### src/source/rp_pkg.sv
package rp_pkg;

//////////////////////////////////////////////////////////////////////
// system bus
//////////////////////////////////////////////////////////////////////

typedef logic [32-1:0] sys_addr_t;  // byte address
typedef logic [32-1:0] sys_data_t;  // read and write data
typedef logic [ 3-1:0] region_t;    // one of 8 regions

// address map, 2^20 bytes per region
localparam int unsigned SYS_REGION_LSB = 20;

localparam region_t REGION_HK  = 3'd0;  // housekeeping
localparam region_t REGION_ADC = 3'd1;  // sample readback
localparam region_t REGION_AMS = 3'd2;  // pdm settings
// regions 3..7 unmapped, the decoder answers them with err

//////////////////////////////////////////////////////////////////////
// converter
//////////////////////////////////////////////////////////////////////

typedef logic        [14-1:0] adc_raw_t;     // offset binary, negative slope
typedef logic signed [14-1:0] adc_sample_t;  // two's complement

//////////////////////////////////////////////////////////////////////
// housekeeping and analog mixed signals
//////////////////////////////////////////////////////////////////////

typedef logic [8-1:0] led_t;
typedef logic [8-1:0] pdm_cfg_t;  // ones per PDM_RANGE cycles

localparam sys_data_t HK_ID = 32'h52500004;  // read only id word

// modulator period in cycles
localparam int unsigned PDM_RANGE = 255;

endpackage: rp_pkg

### src/source/sys_bus_if.sv
`timescale 1ns/1ps

interface sys_bus_if
  import rp_pkg::*;
();

  sys_addr_t addr;   // full byte address, region in [22:20]
  sys_data_t wdata;  // write data
  logic      wen;    // one cycle write strobe
  logic      ren;    // one cycle read strobe
  sys_data_t rdata;  // valid together with ack
  logic      err;    // valid together with ack
  logic      ack;    // exactly one cycle after wen/ren

  // request side
  modport master (
    output addr, wdata, wen, ren,
    input  rdata, err, ack
  );

  // response side
  modport slave (
    input  addr, wdata, wen, ren,
    output rdata, err, ack
  );

endinterface: sys_bus_if

### src/source/sys_bus_decoder.sv
`timescale 1ns/1ps

module sys_bus_decoder
  import rp_pkg::*;
(
  input  logic       adc_clk_01,
  input  logic       rst_i,
  sys_bus_if.slave   bus_up,    // upstream master
  sys_bus_if.master  bus_hk,    // region 0
  sys_bus_if.master  bus_adc,   // region 1
  sys_bus_if.master  bus_ams    // region 2
);

localparam int unsigned DW = $bits(sys_data_t);

region_t region;   // address bits [22:20]
logic    req;      // any request this cycle
logic    mapped;   // region has a slave
logic    unm_ack;  // own answer for unmapped regions

assign region = bus_up.addr[SYS_REGION_LSB +: $bits(region_t)];
assign req    = bus_up.wen | bus_up.ren;
assign mapped = (region == REGION_HK) | (region == REGION_ADC) | (region == REGION_AMS);

//////////////////////////////////////////////////////////////////////
// request fan out
//////////////////////////////////////////////////////////////////////

// slaves keep the full address and decode [3:2] themselves
assign bus_hk.addr   = bus_up.addr;
assign bus_hk.wdata  = bus_up.wdata;
assign bus_adc.addr  = bus_up.addr;
assign bus_adc.wdata = bus_up.wdata;
assign bus_ams.addr  = bus_up.addr;
assign bus_ams.wdata = bus_up.wdata;

// strobes only to the selected region
assign bus_hk.wen  = bus_up.wen & (region == REGION_HK);
assign bus_hk.ren  = bus_up.ren & (region == REGION_HK);
assign bus_adc.wen = bus_up.wen & (region == REGION_ADC);
assign bus_adc.ren = bus_up.ren & (region == REGION_ADC);
assign bus_ams.wen = bus_up.wen & (region == REGION_AMS);
assign bus_ams.ren = bus_up.ren & (region == REGION_AMS);

// unmapped: ack with err one cycle later, rdata stays zero
always_ff @(posedge adc_clk_01) begin
  if (rst_i) begin
    unm_ack <= 1'b0;
  end else begin
    unm_ack <= req & ~mapped;
  end
end

//////////////////////////////////////////////////////////////////////
// response merge, only the addressed region can ack
//////////////////////////////////////////////////////////////////////

assign bus_up.ack = bus_hk.ack | bus_adc.ack | bus_ams.ack | unm_ack;

assign bus_up.err = (bus_hk.ack  & bus_hk.err ) |
                    (bus_adc.ack & bus_adc.err) |
                    (bus_ams.ack & bus_ams.err) |
                    unm_ack;

assign bus_up.rdata = ({DW{bus_hk.ack }} & bus_hk.rdata ) |
                      ({DW{bus_adc.ack}} & bus_adc.rdata) |
                      ({DW{bus_ams.ack}} & bus_ams.rdata);  // zero when unmapped

// every ack answers the request of the previous cycle
ack_after_req: assert property (@(posedge adc_clk_01) disable iff (rst_i)
  bus_up.ack |-> $past(req));

endmodule: sys_bus_decoder

### src/source/adc_frontend.sv
`timescale 1ns/1ps

module adc_frontend
  import rp_pkg::*;
#(
  parameter int unsigned NUM_CH = 4  // 1..4, word offsets 0..3
)(
  input  logic                      adc_clk_01,
  input  logic                      rst_i,
  input  adc_raw_t    [NUM_CH-1:0]  adc_raw_i,
  output adc_sample_t [NUM_CH-1:0]  adc_dat_o,
  sys_bus_if.slave                  bus         // readback, region 1
);

localparam int unsigned RW = $bits(adc_raw_t);
localparam int unsigned SW = $bits(adc_sample_t);
localparam int unsigned DW = $bits(sys_data_t);

adc_sample_t [NUM_CH-1:0] adc_dat_r;  // first stage
adc_sample_t              rd_smp;     // sample picked by offset
logic        [2-1:0]      rd_idx;     // word offset

//////////////////////////////////////////////////////////////////////
// format conversion
//////////////////////////////////////////////////////////////////////

// keep msb, invert the rest, then one more register stage
always_ff @(posedge adc_clk_01) begin
  if (rst_i) begin
    adc_dat_r <= '0;
    adc_dat_o <= '0;
  end else begin
    for (int unsigned ch = 0; ch < NUM_CH; ch++) begin
      adc_dat_r[ch] <= {adc_raw_i[ch][RW-1], ~adc_raw_i[ch][RW-2:0]};
      adc_dat_o[ch] <= adc_dat_r[ch];
    end
  end
end

//////////////////////////////////////////////////////////////////////
// bus readback
//////////////////////////////////////////////////////////////////////

assign rd_idx = bus.addr[3:2];

// offsets beyond NUM_CH read zero
always_comb begin
  rd_smp = '0;
  for (int unsigned ch = 0; ch < NUM_CH; ch++) begin
    if (rd_idx == ch) begin
      rd_smp = adc_dat_o[ch];
    end
  end
end

always_ff @(posedge adc_clk_01) begin
  if (rst_i) begin
    bus.ack <= 1'b0;
  end else begin
    bus.ack <= bus.wen | bus.ren;  // writes acked and dropped
  end
end

always_ff @(posedge adc_clk_01) begin
  bus.rdata <= {{(DW-SW){rd_smp[SW-1]}}, rd_smp};  // sign extend
end

assign bus.err = 1'b0;

endmodule: adc_frontend

### src/source/hk_regs.sv
`timescale 1ns/1ps

module hk_regs
  import rp_pkg::*;
(
  input  logic      adc_clk_01,
  input  logic      rst_i,
  sys_bus_if.slave  bus,         // region 0
  output led_t      led_o
);

// word offsets
localparam logic [2-1:0] OFS_ID  = 2'd0;  // read only
localparam logic [2-1:0] OFS_LED = 2'd1;  // read/write

led_t         led;  // led register
logic [2-1:0] ofs;

assign ofs = bus.addr[3:2];

//////////////////////////////////////////////////////////////////////
// write side
//////////////////////////////////////////////////////////////////////

always_ff @(posedge adc_clk_01) begin
  if (rst_i) begin
    led     <= '0;
    bus.ack <= 1'b0;
  end else begin
    bus.ack <= bus.wen | bus.ren;
    if (bus.wen && (ofs == OFS_LED)) begin
      led <= bus.wdata[$bits(led_t)-1:0];  // other offsets ignored
    end
  end
end

assign led_o = led;

//////////////////////////////////////////////////////////////////////
// read side
//////////////////////////////////////////////////////////////////////

always_ff @(posedge adc_clk_01) begin
  case (ofs)
    OFS_ID:  bus.rdata <= HK_ID;
    OFS_LED: bus.rdata <= sys_data_t'(led);  // zero extended
    default: bus.rdata <= '0;
  endcase
end

assign bus.err = 1'b0;

endmodule: hk_regs

### src/source/ams_pdm.sv
`timescale 1ns/1ps

module ams_pdm
  import rp_pkg::*;
#(
  parameter int unsigned NUM_CH = 4  // 1..4, word offsets 0..3
)(
  input  logic              adc_clk_01,
  input  logic              rst_i,
  sys_bus_if.slave          bus,        // region 2
  output logic [NUM_CH-1:0] pdm_o       // first order pdm bits
);

localparam int unsigned SUM_W = $bits(pdm_cfg_t) + 1;  // acc + cfg can reach 509

pdm_cfg_t  [NUM_CH-1:0]             cfg;     // density settings
pdm_cfg_t  [NUM_CH-1:0]             acc;     // residue, below PDM_RANGE
logic      [NUM_CH-1:0] [SUM_W-1:0] sum;
logic      [2-1:0]                  ofs;
sys_data_t                          rd_cfg;

assign ofs = bus.addr[3:2];

//////////////////////////////////////////////////////////////////////
// setting registers
//////////////////////////////////////////////////////////////////////

always_ff @(posedge adc_clk_01) begin
  if (rst_i) begin
    cfg     <= '0;
    bus.ack <= 1'b0;
  end else begin
    bus.ack <= bus.wen | bus.ren;
    for (int unsigned ch = 0; ch < NUM_CH; ch++) begin
      if (bus.wen && (ofs == ch)) begin
        cfg[ch] <= bus.wdata[$bits(pdm_cfg_t)-1:0];
      end
    end
  end
end

always_comb begin
  rd_cfg = '0;  // unused offsets
  for (int unsigned ch = 0; ch < NUM_CH; ch++) begin
    if (ofs == ch) begin
      rd_cfg = sys_data_t'(cfg[ch]);
    end
  end
end

always_ff @(posedge adc_clk_01) begin
  bus.rdata <= rd_cfg;
end

assign bus.err = 1'b0;

//////////////////////////////////////////////////////////////////////
// modulator
//////////////////////////////////////////////////////////////////////

always_comb begin
  for (int unsigned ch = 0; ch < NUM_CH; ch++) begin
    sum[ch] = SUM_W'(acc[ch]) + SUM_W'(cfg[ch]);
  end
end

// overflow past the range emits a one, the rest carries over
always_ff @(posedge adc_clk_01) begin
  if (rst_i) begin
    acc   <= '0;
    pdm_o <= '0;
  end else begin
    for (int unsigned ch = 0; ch < NUM_CH; ch++) begin
      if (sum[ch] >= PDM_RANGE) begin
        pdm_o[ch] <= 1'b1;
        acc[ch]   <= pdm_cfg_t'(sum[ch] - PDM_RANGE);
      end else begin
        pdm_o[ch] <= 1'b0;
        acc[ch]   <= pdm_cfg_t'(sum[ch]);
      end
    end
  end
end

// exact density per window needs the residue to stay in range
for (genvar ch = 0; ch < NUM_CH; ch++) begin : g_acc_chk
  acc_in_range: assert property (@(posedge adc_clk_01) disable iff (rst_i)
    acc[ch] < PDM_RANGE);
end

endmodule: ams_pdm

### src/source/rp_top_4adc.sv
`timescale 1ns/1ps

module rp_top_4adc
  import rp_pkg::*;
(
  input  logic                adc_clk_01,   // single core clock
  input  logic                rst_i,
  // converter
  input  adc_raw_t    [4-1:0] adc_raw_i,    // parallel raw words
  output adc_sample_t [4-1:0] adc_dat_o,    // two's complement samples
  // system bus
  input  sys_addr_t           sys_addr_i,
  input  sys_data_t           sys_wdata_i,
  input  logic                sys_wen_i,
  input  logic                sys_ren_i,
  output sys_data_t           sys_rdata_o,
  output logic                sys_err_o,
  output logic                sys_ack_o,
  // board outputs
  output led_t                led_o,
  output logic        [4-1:0] pdm_o         // 1 bit pdm dacs
);

localparam int unsigned NUM_CH = 4;

sys_bus_if bus_up  ();  // from the bus master
sys_bus_if bus_hk  ();  // region 0
sys_bus_if bus_adc ();  // region 1
sys_bus_if bus_ams ();  // region 2

// plain ports onto the upstream bus
assign bus_up.addr  = sys_addr_i;
assign bus_up.wdata = sys_wdata_i;
assign bus_up.wen   = sys_wen_i;
assign bus_up.ren   = sys_ren_i;

assign sys_rdata_o = bus_up.rdata;
assign sys_err_o   = bus_up.err;
assign sys_ack_o   = bus_up.ack;

//////////////////////////////////////////////////////////////////////
// bus decoder
//////////////////////////////////////////////////////////////////////

sys_bus_decoder i_decoder (
  .adc_clk_01 (adc_clk_01),
  .rst_i      (rst_i     ),
  .bus_up     (bus_up    ),
  .bus_hk     (bus_hk    ),
  .bus_adc    (bus_adc   ),
  .bus_ams    (bus_ams   )
);

//////////////////////////////////////////////////////////////////////
// slaves
//////////////////////////////////////////////////////////////////////

adc_frontend #(.NUM_CH (NUM_CH)) i_adc (
  .adc_clk_01 (adc_clk_01),
  .rst_i      (rst_i     ),
  .adc_raw_i  (adc_raw_i ),
  .adc_dat_o  (adc_dat_o ),  // 2 cycles after raw
  .bus        (bus_adc   )
);

hk_regs i_hk (
  .adc_clk_01 (adc_clk_01),
  .rst_i      (rst_i     ),
  .bus        (bus_hk    ),
  .led_o      (led_o     )
);

ams_pdm #(.NUM_CH (NUM_CH)) i_ams (
  .adc_clk_01 (adc_clk_01),
  .rst_i      (rst_i     ),
  .bus        (bus_ams   ),
  .pdm_o      (pdm_o     )
);

endmodule: rp_top_4adc

### config.mk
export PLATFORM = sky130hd
export DESIGN_NAME = rp_top_4adc
export DESIGN_NICKNAME = d
export VERILOG_FILES = /design/src/source/rp_pkg.sv /design/src/source/sys_bus_if.sv /design/src/source/sys_bus_decoder.sv /design/src/source/adc_frontend.sv /design/src/source/hk_regs.sv /design/src/source/ams_pdm.sv /design/src/source/rp_top_4adc.sv
export SDC_FILE = /design/constraint.sdc
export NUM_CORES = 1
export LEC_CHECK = 0
export CAP_MARGIN = 20
export CORE_MARGIN = 1.5
export CORE_UTILIZATION = 55
export CTS_CLUSTER_DIAMETER = 50
export CTS_CLUSTER_SIZE = 10
export DETAILED_ROUTE_END_ITERATION = 12
export DONT_BUFFER_PORTS = 1
export GPL_TIMING_DRIVEN = 0
export PLACE_DENSITY = 0.69
export SLEW_MARGIN = 20
export SYNTH_ARGS = -nofsm -noshare
export SYNTH_HDL_FRONTEND = slang
export SYNTH_SLANG_ARGS = --single-unit
### constraint.sdc
create_clock -name adc_clk_01 -period 3.2 [get_ports adc_clk_01]
set_input_delay 0.32 -clock adc_clk_01 [delete_from_list [all_inputs] [get_ports adc_clk_01]]
set_output_delay 0.32 -clock adc_clk_01 [all_outputs]
set_load 0.01 [all_outputs]
# --- Word level (Yosys, flattened, before mapping) ---
# Cells that the tools add are included.
totals:
  regBits: 269
  latch_bits: 0
  ram_bits: 0
  mem_bits_ro: 0
  out_inout_bits: 102
  n_memories: 0
op_classes:
  add_sub_neg: 8
  n_mul: 0
  div: 0
  order_cmp: 4
  n_eq_ne: 5
  shift: 0
  n_mux: 17
  bitwise_logic: 26
  reduce_logical: 8
op_table:
  columns: ["op", "n"]
  rows:
  - ["AND 32 bit", 2]
  - ["two-way mux 8 bit", 8]
  - ["OR 32 bit", 2]
  - ["case mux 31 bit (2 select lines)", 1]
  - ["two-way mux 14 bit", 4]
  - ["NOT 13 bit", 4]
  - ["adder 8 x 8 -> 9 bit", 4]
  - ["greater-or-equal comparator 9 x 8 -> 1 bit, second input constant", 4]
  - ["AND 32 x 31 -> 32 bit", 1]
  - ["subtractor 8 bit, second input constant", 4]
  - ["OR 1 bit", 9]
  - ["AND 1 bit", 7]
  - ["logical AND 1 bit", 5]
  - ["== test 2 bit, second input constant", 2]
  - ["two-way mux 1 bit", 4]
  - ["== test 3 x 1 -> 1 bit, second input constant", 1]
  - ["== test 3 x 2 -> 1 bit, second input constant", 1]
  - ["zero test 3 bit", 1]
  - ["OR reduction 3 bit", 1]
  - ["== test 2 x 1 -> 1 bit, second input constant", 1]
  - ["zero test 2 bit", 1]
  - ["NOT 1 bit", 1]

# --- Logic depth before layout (Yosys ltp) ---
# Gate-level depths: netlist of the first run.
depth:
  ltp_word: 5
  ltp_mapped: 9
  ltp_nobuf: 9

# --- By module ---
# From an unflattened synthesis of the first run, not the netlist that was laid out.
unflattened:
  cells_unflattened: 1182
  area_unflattened_um2: 11438.5
modules_own_cells:
  columns: ["module", "n_inst", "cells_each", "area_each_um2", "seq_area_each_um2"]
  rows:
  - ["ams_pdm", 1, 524, 4830.9, 1541.5]
  - ["adc_frontend", 1, 289, 3687.3, 2542.4]
  - ["sys_bus_decoder", 1, 286, 2099.5, 20.0]
  - ["hk_regs", 1, 83, 820.8, 360.3]

# --- Worst setup path before layout of the first run ---
# OpenSTA, ideal clock, no wires.
synth_path:
  path_type: "register to register"
  start: "register i_ams.cfg[8] in the netlist's numbering"
  end: "register i_ams.acc[8] in the netlist's numbering"
  t_arrival_ns: 2.478
  slack_ns: 0.598
  stages_incl_launch_ff: 9
  period_less_slack_ns: 2.602
  path_cell_list: "dfxtp_1 ha_1 fa_1 or3b_1 mux2i_1 o221ai_2 nor4b_4 a21oi_2 mux2_1"
synth_between:
  elab_chain_cells: 3
  word_cells_on_any_way: 4
  cone_classes: "2 x add/sub; 1 x order compare; 1 x mux"
synth_lines:
  columns: ["element", "line", "rtl"]
  rows:
  - ["start, declared", "ams_pdm.sv:16", "pdm_cfg_t [NUM_CH-1:0] cfg;"]
  - ["start signal, assigned by index", "ams_pdm.sv:36", "cfg[ch] <= bus.wdata[$bits(pdm_cfg_t)-1:0];"]
  - ["adder 8 x 8 -> 9 bit *", "ams_pdm.sv:63", "sum[ch] = SUM_W'(acc[ch]) + SUM_W'(cfg[ch]);"]
  - ["subtractor 8 bit / greater-or-equal comparator 9 x 8 -> 1 bit (equally long branches)", "ams_pdm.sv:76, ams_pdm.sv:74", null]
  - ["two-way mux 8 bit *", "ams_pdm.sv:74", "if (sum[ch] >= PDM_RANGE) begin"]
  - ["end signal, assigned by index", "ams_pdm.sv:76", "acc[ch] <= pdm_cfg_t'(sum[ch] - PDM_RANGE);"]
  - ["end signal, assigned by index", "ams_pdm.sv:79", "acc[ch] <= pdm_cfg_t'(sum[ch]);"]
  - ["end, declared", "ams_pdm.sv:17", "pdm_cfg_t [NUM_CH-1:0] acc;"]
# Every way passes the cells marked *; elsewhere a longest branch is shown, timed or not.
# A chain may end at the register's enable or synchronous reset.

# --- Final worst setup path of the first run ---
# Same ends and word-level chain as after synthesis.

==> metrics.yaml, run 1 <==
fmax_mhz: 335
antenna_left: 0
fin_crit_ps: 2980
critPathLaunchType: "register"
reg2reg_depth: 8
min_path_cells: 2
status: "finished clean"
cp_num_buf_inv: 0
end_kind: "register"
setup_slack_ps: 216
critPathRequiredTime_ps: 3600
drc: 0
cp_top_family: "simple AND/OR/NAND/NOR gates"
nFillCells: 1279
syn_avg_cell_area_um2: 10.1
finalCritPeriodShare_pct: 93.2
synth_common_cells: "223 x dfxtp_1, 122 x nor2_1, 77 x nor2b_1, 41 x mux2i_1"
slowest_delay_ps: 460
dieArea_um2: 18100
firstDrtPassIters: 8
r2r-start: "i_ams.cfg[8]"
grt.busiest_layer: "met2"
synth_top_area_share_pct: 46.9
synth_area_leaders: "dfxtp_1 47%, mux4_2 5.2%, nor2b_1 5.1%"
wirelength_um: 26100
arrival_ps: 3380
hp-start: "sys_addr_i[22]"
core_region_area_um2: 16800
ir_worst_vdd_mv: 0.556
clock_path_buffers: 3
maxCapViolations: 0
worst_hold_path.endpoint: "i_decoder.unm_ack"
final_max_slew_viol_count: 0
hold_viol_final: 0
insertion_delay_ps: 530
synth_area_um2: 9530
root_buffer: "clkbuf_16"
routabilityCongestion: 0.909
synth_edf_count: 0
path_cells: "ha_1 > fa_1 > or3b_1 > mux2i_1 > o221ai_2 > nor4b_4 > a21oi_2 > mux2_1"
yosysMostFrequentCell: "dfxtp_1"
drt_iter0_drc: 587
htree_levels: 1
rrSetupSlack_ps: 220
fin_skew_ps: 13.8
hold_path_class: "input port to register"
grt_pass1_vias: 7342
initial_core_util_pct: 56.8
wl_per_cell_um: 20.6
globalRouteMet3Util_pct: 6.19
seq_area_frac_synth_pct: 46.9
yosysUniqueCellTypes: 78
post_cts_buffers: 0
use_met1_pct: 36.9
synthArstFlopShare_pct: 0
die-height_um: 135
grt_overflow_total: 0
io_buffers: 0
worstSetupPathType: "register to register"
yosysWarnings: 0
detailroute.via_count: 7646
pre_cts_slack_ps: 130
setup_viol_count_final: 0
cts-buffers-inserted: 28
r2r-end: "i_ams.acc[8]"
antenna_found_initial: 2
worst_pin_slew_ps: 971
layout-area-overhead-vs-synth_pct: 18.6
syn_nets: 1108
path_max_fanout: 6
dp_hpwl_um: 18200
synthFlopType: "dfxtp_1"
ys_ff_latch: 223
grtUsageTotal_pct: 28.3
nNetsFinal: 1205
pin_count: 226
cts.sinks: 223
row_count: 47
cts_tree: "yes"
met2_usage_pct: 47.1
p_leak_nw: 4.83
design_power_total_mw: 6.53
syn_inst: 944
grt_start_max_net_pins: 16
grt_pass1_wl_um: 39800
tns_ps: 0
power_density_nw_per_um2: 578
critPathSlowestCell: "fa_1"
via_per_inst: 6.02
drive_gt1_share_pct: 9.26
synth_top_area_cell: "dfxtp_1"
clkTransAtPathRegs_ps: 60
rsz0062_at_grt: "false"
chipWidth_um: 135
slew-limit-headroom_pct: 35.3
worst max path at each step:
stage	start	to	slack (ps)	cells after the start
finish	i_ams.cfg[8]	i_ams.acc[8]	220	8
global route	i_ams.cfg[8]	i_ams.acc[8]	40	8
CTS	i_ams.cfg[8]	i_ams.acc[8]	130	8
detailed placement	i_ams.cfg[8]	i_ams.acc[8]	130	8
global placement	i_ams.cfg[8]	i_ams.acc[8]	170	8
floorplan	i_ams.cfg[8]	i_ams.acc[8]	600	8
stage by stage:
step / std cells / util, % / area [um^2] / hold slack, ps
CTS: 1267 / 67.4 / 11300 / 12.1
global placement: 1164 / 58.5 / 9800 / 393
floorplan: 944 / - / 9530 / 392
detailed placement: 1164 / 58.5 / 9800 / 394
finish: 1270 / 67.4 / 11300 / 19.6
global route: 1269 / 67.4 / 11300 / 15.5
per-layer routing:
layer,part of all wire [%],up-vias
met5,0,-
met4,2.4,0
met3,8.2,44
met2,48,345
met1,42,3684
li1,-,3573
area by class of cell:
cell class / count / area (um^2) / share of cell area [%]
inverters: 18 / 67.6 / 0.598
plain buffers: 60 / 294 / 2.60
clock inverters: 5 / 82.6 / 0.731
multi-input cells: 643 / 4710 / 41.6
clock buffers: 31 / 733 / 6.49
well taps: 220 / 275 / 2.44
flip-flops and latches: 223 / 4460 / 39.5
repair buffers: 67 / 671 / 5.93
diodes: 3 / 7.51 / 0.0664
flip-flops by register name, summed over array words and instances (netlist names):
name	flops
i_ams.bus.ack	1
i_hk.bus.rdata	9
i_ams.bus.rdata	8
i_hk.led_o	8
i_decoder.unm_ack	1
i_adc.adc_dat_o	56
i_adc.bus.rdata	14
i_adc.adc_dat_r	56
i_hk.bus.ack	1
i_ams.pdm_o	4
i_ams.cfg	32
i_ams.acc	32
i_adc.bus.ack	1
power by group:
group | switching [mW] | internal (mW)
clock network | 1.12 | 1.76
registers | 0.0729 | 2.91
logic | 0.380 | 0.289
cell families after synthesis:
| family | after synthesis | synth area share, % |
|---|---|---|
| multiplexers | 67 | 9.98 |
| adder cells (fa/ha/maj) | 40 | 5.57 |
| AO/OA/AOI/OAI | 170 | 13.4 |
| buffers and inverters | 78 | 3.80 |
| XOR/XNOR | 10 | 0.998 |
| flip-flops | 223 | 46.9 |
| AND/OR/NAND/NOR | 356 | 19.4 |
worst register-to-register path, cell delays in order, from the launching register on:
cell and delay, ps:
dfxtp_1 360, ha_1 250, fa_1 470, or3b_1 390
mux2i_1 210, o221ai_2 210, nor4b_4 450, a21oi_2 190
mux2_1 330
repair_timing:
item | in CTS | in global routing
setup endpoints to repair | 0 | 5
gates resized for setup | 0 | 1
hold endpoints to repair | 99 | 0
hold buffers | 67 | 0
placed cells by master, fill, tap and decap left out, types with 7 or more instances in the layout:
cell type,Yosys,layout
nor2_1,122,122
clkbuf_16,0,29
dlygate4sd3_1,0,67
ha_1,36,36
o21a_1,8,8
nand4_1,8,8
a222oi_1,8,8
dfxtp_1,223,223
a31oi_1,12,12
or2_2,8,8
nor3_1,13,13
mux4_2,22,22
buf_4,17,17
mux2i_1,41,41
nand3_1,25,25
clkbuf_1,33,35
nand2_1,36,36
nor3b_1,8,8
or3_1,10,10
and2_1,15,15
a211oi_1,9,8
o21ai_0,21,21
nor2b_1,77,77
a21o_1,11,11
inv_1,17,17
o211ai_1,7,7
a21oi_1,33,33
Power figures use the tool's default switching activity.
==> inputs of run 2 (changes only) <==
clock period = 2.84 ns   (was 3.2 ns; I/O delays follow)
==> run 2 against run 1 <==
- the run now ends with negative hold slack left
- flip-flop and latch count is the same
- largest power group unchanged
- critical endpoint unchanged
- routed wire length grew 1.7%
- global-route usage grew 0.081 points
==> metrics.yaml, run 2 (synthesized netlist as in run 1, its figures left out) <==
layout_common_cells: "222 x dfxtp_1, 121 x nor2_1, 77 x nor2b_1, 69 x dlygate4sd3_1, 40 x mux2i_1"
p_sw_mw: 1.77  # +13%
slew-limit-headroom_pct: 35.5  # +0.21 points
via_per_inst: 6.03  # +0.10%
cp-startpoint: "i_ams.cfg[8]"
core_region_area_um2: 16800  # unchanged
cts-buffers-inserted: 28  # unchanged
pwr-share-comb_pct: 10.6  # +0.4 points
final_common_cell: "dfxtp_1"
root_buffer: "clkbuf_16"
maxCapViolations: 0  # unchanged
hold_viol_final: 1  # +1
drive_gt1_share_pct: 11.2  # +1.9 points
dieArea_um2: 18100  # unchanged
layout-area-overhead-vs-synth_pct: 20.6
path_max_fanout: 5  # -1
fmax_mhz: 366  # +9.3%
critPathRequiredTime_ps: 3240  # -360 ps
switching_share_pct: 24.0  # +0.035 points
initial_core_util_pct: 56.8  # unchanged
wirelength_um: 26600  # +1.7%
antenna_left: 0  # unchanged
io_buffers: 0  # unchanged
htree_levels: 1  # unchanged
drc: 0  # unchanged
grt_overflow_total: 0  # unchanged
violations: "negative hold slack"
nNetsFinal: 1213  # +0.66%
grt_pass1_wl_um: 39900  # +0.33%
firstDrtPassIters: 7  # -1
detailroute.via_count: 7702  # +0.73%
power_frac_clock_pct: 43.8  # -0.3 points
grt_start_max_net_pins: 16  # unchanged
routabilityCongestion: 0.909  # unchanged
finalCritPeriodShare_pct: 96.2  # +2.9 points
p_leak_nw: 4.87  # +0.85%
fin_skew_ps: 13.1  # -0.685 ps
setup_slack_ps: 109  # -107 ps
nFillCells: 1263  # -1.3%
end_kind: "register"
cts_tree: "yes"
power_density_nw_per_um2: 642  # +11%
grt_pass1_vias: 7364  # +0.30%
worst_pin_slew_ps: 967  # -3.17 ps
final_max_slew_viol_count: 0  # unchanged
fin_util_pct: 68.5  # +1.1 points
status: "finished, violations left"
dp_hpwl_um: 18200  # unchanged
fin_hold_ws_ps: -2.45  # -22.1 ps
cts.sinks: 223  # unchanged
clkTransAtPathRegs_ps: 60  # about the same
insertion_delay_ps: 530  # about the same
critPathLaunchType: "register"
row_count: 47  # unchanged
r2r-start: "i_ams.cfg[8]"
p_int_mw: 5.60  # +13%
drt_iter0_drc: 594  # +1.2%
power.share.sequential_pct: 45.6  # about the same
top_regs: "i_adc.adc_dat_o: 56 flops, i_adc.adc_dat_r: 56 flops"
pin_count: 226  # unchanged
antenna_found_initial: 2  # unchanged
grtUsageTotal_pct: 28.4  # +0.081 points
die-height_um: 135  # unchanged
setup_viol_count_final: 0  # unchanged
arrival_ps: 3130  # -250 ps
worstSetupPathType: "register to register"
clock_path_buffers: 3  # unchanged
pre_cts_slack_ps: -230  # -360 ps
fin_crit_ps: 2730  # -253 ps
ir_worst_vdd_mv: 0.624  # +12%
wl_per_cell_um: 20.8  # +1.0%
chipWidth_um: 135  # unchanged
hp-start: "sys_wen_i"
hold_path_class: "input port to register"
## run 2: area by class of cell
class                      count  area, um^2  area share (%)
inverter                      18        67.6           0.588
timing repair buffer          75         736            6.40
clock inverter                 5        82.6           0.719
clock buffer                  31         733            6.38
sequential                   223        4470            38.9
tap                          220         275            2.40
antenna                        3        7.51          0.0654
buffer                        60         295            2.57
multi-input combinational    643        4820            42.0
## run 2: path summary, 6_finish.rpt
path	end	slack (ps)	depth (start not counted)
max	i_ams.acc[8]	110	10
min	i_decoder.unm_ack	-2	2
max reg2reg	i_ams.acc[8]	110	10
min reg2reg	i_adc.adc_dat_o[38]	430	1
## run 2: critical path, cell delays in order (launching register included)
cell and delay [ps]:
dfxtp_2 360, ha_4 190, fa_2 440, a211oi_4 320, buf_4 180, or3b_1 120
a31oi_1 100, nor4b_4 150, buf_4 180, a21oi_4 230, mux2_1 340
## run 2: repair_timing
item,in CTS,in global routing
cloned,0,0
hold buffers,69,0
hold endpoints to repair,100,0
setup buffers,2,4
setup endpoints to repair,7,19
pin swaps,1,7
gates resized for setup,3,23
## run 2: power by group through the flow
stage / combinational, mW / clock [mW] / sequential (mW)
after global placement: 0.637 / 0 / 3.42
after floorplan: 0.513 / 0 / 3.40
after CTS: 0.745 / 3.25 / 3.36
after global routing: 0.846 / 3.38 / 3.37
final: 0.780 / 3.23 / 3.36
after detailed placement: 0.648 / 0 / 3.43
## run 2: routing by layer
layer | up-vias | track usage (%) | part of all wire, %
li1 | 3582 | - | -
met1 | 3747 | 37.0 | 42
met2 | 322 | 47.3 | 48
met3 | 51 | 6.19 | 7.6
met4 | 0 | 8.90 | 2.8
met5 | - | 0 | 0
## run 2: per-stage QoR
step	hold slack (ps)	TNS [ps]	cells	power [mW]	cell area, um^2
CTS	2.54	0	1271	7.36	11300
detailed placement	358	-748	1164	4.07	9800
global route	4.40	-63.7	1277	7.60	11500
finish	-2.45	0	1278	7.38	11500
floorplan	356	0	944	3.91	9530
global placement	357	-598	1164	4.06	9800
==> inputs of run 3 (changes only) <==
CTS_BUF_LIST = sky130_fd_sc_hd__clkbuf_4 sky130_fd_sc_hd__clkbuf_8   (was default)
MAX_ROUTING_LAYER = met4   (was default)
==> run 3 against run 2 <==
- the flow now finishes without violations
- worst hold slack improved by 160 ps
- clock skew decreased by 3.0 ps
- utilization decreased by 1.7 points
- first-iteration DRC count decreased by 16%
- sequential power about the same
- setup slack got worse by 65 ps
- count of clock-buffer cells in the layout unchanged
==> metrics.yaml, run 3 (synthesized netlist as in run 1, its figures left out) <==
status: "finished clean"
grt_pass1_wl_um: 39700  # -0.36%
final_cells: 1281  # +0.23%
dieArea_um2: 18100  # unchanged
end_kind: "register"
fin_skew_ps: 10.1  # -2.97 ps
chipWidth_um: 135  # unchanged
drc: 0  # unchanged
cts_tree: "yes"
pwr-share-comb_pct: 12.2  # +1.6 points
p_int_mw: 4.75  # -15%
wirelength_um: 26300  # -1.1%
drt_iter0_drc: 497  # -16%
grtUsageTotal_pct: 29.1  # +0.75 points
htree_levels: 1  # unchanged
firstDrtPassIters: 4  # -3
root_buffer: "clkbuf_8"
dp_hpwl_um: 18200  # unchanged
design_power_total_mw: 6.38  # -13%
initial_core_util_pct: 56.8  # unchanged
pin_count: 226  # unchanged
placed_cells: 1164  # unchanged
insertion_delay_ps: 540  # about the same
power.share.sequential_pct: 52.6  # +7.0 points
rsz0062_at_grt: "true"
fin_hold_ws_ps: 161  # +163 ps
slew-limit-headroom_pct: 34.8  # -0.72 points
cts.sinks: 223  # unchanged
post_dp_cell_area_um2: 9800  # unchanged
path_max_fanout: 5  # unchanged
fin_util_pct: 66.9  # -1.7 points
finalCritPeriodShare_pct: 98.4  # +2.3 points
top_regs: "i_adc.adc_dat_o: 56 flops, i_adc.adc_dat_r: 56 flops"
arrival_ps: 3230  # +100 ps
worst_pin_slew_ps: 978  # +10.8 ps
layout-area-overhead-vs-synth_pct: 17.7
wl_per_cell_um: 20.5  # -1.4%
nNetsFinal: 1217  # +0.33%
row_count: 47  # unchanged
grt_start_max_net_pins: 16  # unchanged
pre_cts_slack_ps: -230  # unchanged
antenna_found_initial: 2  # unchanged
grt_overflow_total: 0  # unchanged
design_area_um2: 11200  # -2.4%
clock_path_buffers: 3  # unchanged
maxCapViolations: 0  # unchanged
switching_share_pct: 25.6  # +1.6 points
grt_pass1_vias: 7307  # -0.77%
tns_ps: 0  # unchanged
power_frac_clock_pct: 35.2  # -8.6 points
p_sw_mw: 1.63  # -7.8%
power_density_nw_per_um2: 569  # -11%
detailroute.via_count: 7633  # -0.90%
cts-buffers-inserted: 28  # unchanged
antenna_left: 0  # unchanged
hold_viol_final: 0  # -1
p_leak_nw: 4.75  # -2.4%
fin_crit_ps: 2800  # +64.6 ps
ir_worst_vdd_mv: 0.516  # -17%
critPathRequiredTime_ps: 3270  # +30 ps
fmax_mhz: 358  # -2.3%
final_common_cell: "dfxtp_1"
via_per_inst: 5.96  # -1.1%
nFillCells: 1292  # +2.3%
hold_path_class: "input port to register"
layout_common_cells: "222 x dfxtp_1, 121 x nor2_1, 77 x nor2b_1, 71 x dlygate4sd3_1, 40 x mux2i_1"
routabilityCongestion: 0.924  # +1.7%
setup_viol_count_final: 0  # unchanged
worstSetupPathType: "register to register"
setup_slack_ps: 44.6  # -64.6 ps
core_region_area_um2: 16800  # unchanged
die-height_um: 135  # unchanged
drive_gt1_share_pct: 11.5  # +0.34 points
clkTransAtPathRegs_ps: 70  # about the same
critPathLaunchType: "register"
final_max_slew_viol_count: 0  # unchanged
io_buffers: 0  # unchanged
## run 3: changes by cell type in the layout (fill, tap and decap cells not counted), sizes merged
cell,change
buf,+2
dlygate4sd3,+2
diode,-1
## run 3: repair_timing
item                                   4_1_cts  5_1_grt
endpoints found under the hold margin      100        0
hold buffers                                71        0
buffers inserted                             2        6
pin swaps                                    2        9
resized for setup                            4       25
setup endpoints to repair                    7       21
## run 3: final timing paths
| kind | startpoint | end | slack [ps] | cells after the start |
|---|---|---|---|---|
| setup / recovery | i_ams.cfg[8] | i_ams.acc[11] | 40 | 9 |
| hold reg to reg | i_adc.adc_dat_r[38] | i_adc.adc_dat_o[38] | 430 | 1 |
| setup reg to reg | i_ams.cfg[8] | i_ams.acc[11] | 40 | 9 |
| hold / removal | sys_wen_i | i_ams.bus.ack | 160 | 3 |
## run 3: final cells by class
class,count,area [um^2],share of cell area [%]
Timing Repair Buffer,79,771,6.88
Clock inverter,5,82.6,0.737
Inverter,18,67.6,0.603
Sequential cell,223,4470,39.9
Clock buffer,31,414,3.70
Buffer,60,295,2.63
Tap cell,220,275,2.46
Antenna cell,2,5.00,0.0447
Multi-Input combinational cell,643,4830,43.1
## run 3: per-layer routing
metal / wire length (um) / up-vias / GRT usage, %
li1: - / 3587 / -
met1: 11200 / 3701 / 37.1
met4: 740 / 0 / 8.54
met3: 1840 / 53 / 6.34
met5: 0 / - / -
met2: 12500 / 292 / 46.9
## run 3: critical path, cell delays in order, from the launching register on
cell       delay (ps)
dfxtp_4           370
ha_4              180
fa_2              440
or3b_4            410
mux2i_4           190
o221ai_4          150
nor4b_4           350
buf_4             200
a2111oi_2          60
a311o_1           350
## run 3: power groups by stage
stage	combinational [mW]	clock, mW	sequential, mW
after floorplan	0.513	0	3.40
after global placement	0.637	0	3.42
after detailed placement	0.648	0	3.43
after CTS	0.747	2.27	3.36
after global routing	0.850	2.41	3.37
final	0.782	2.24	3.36
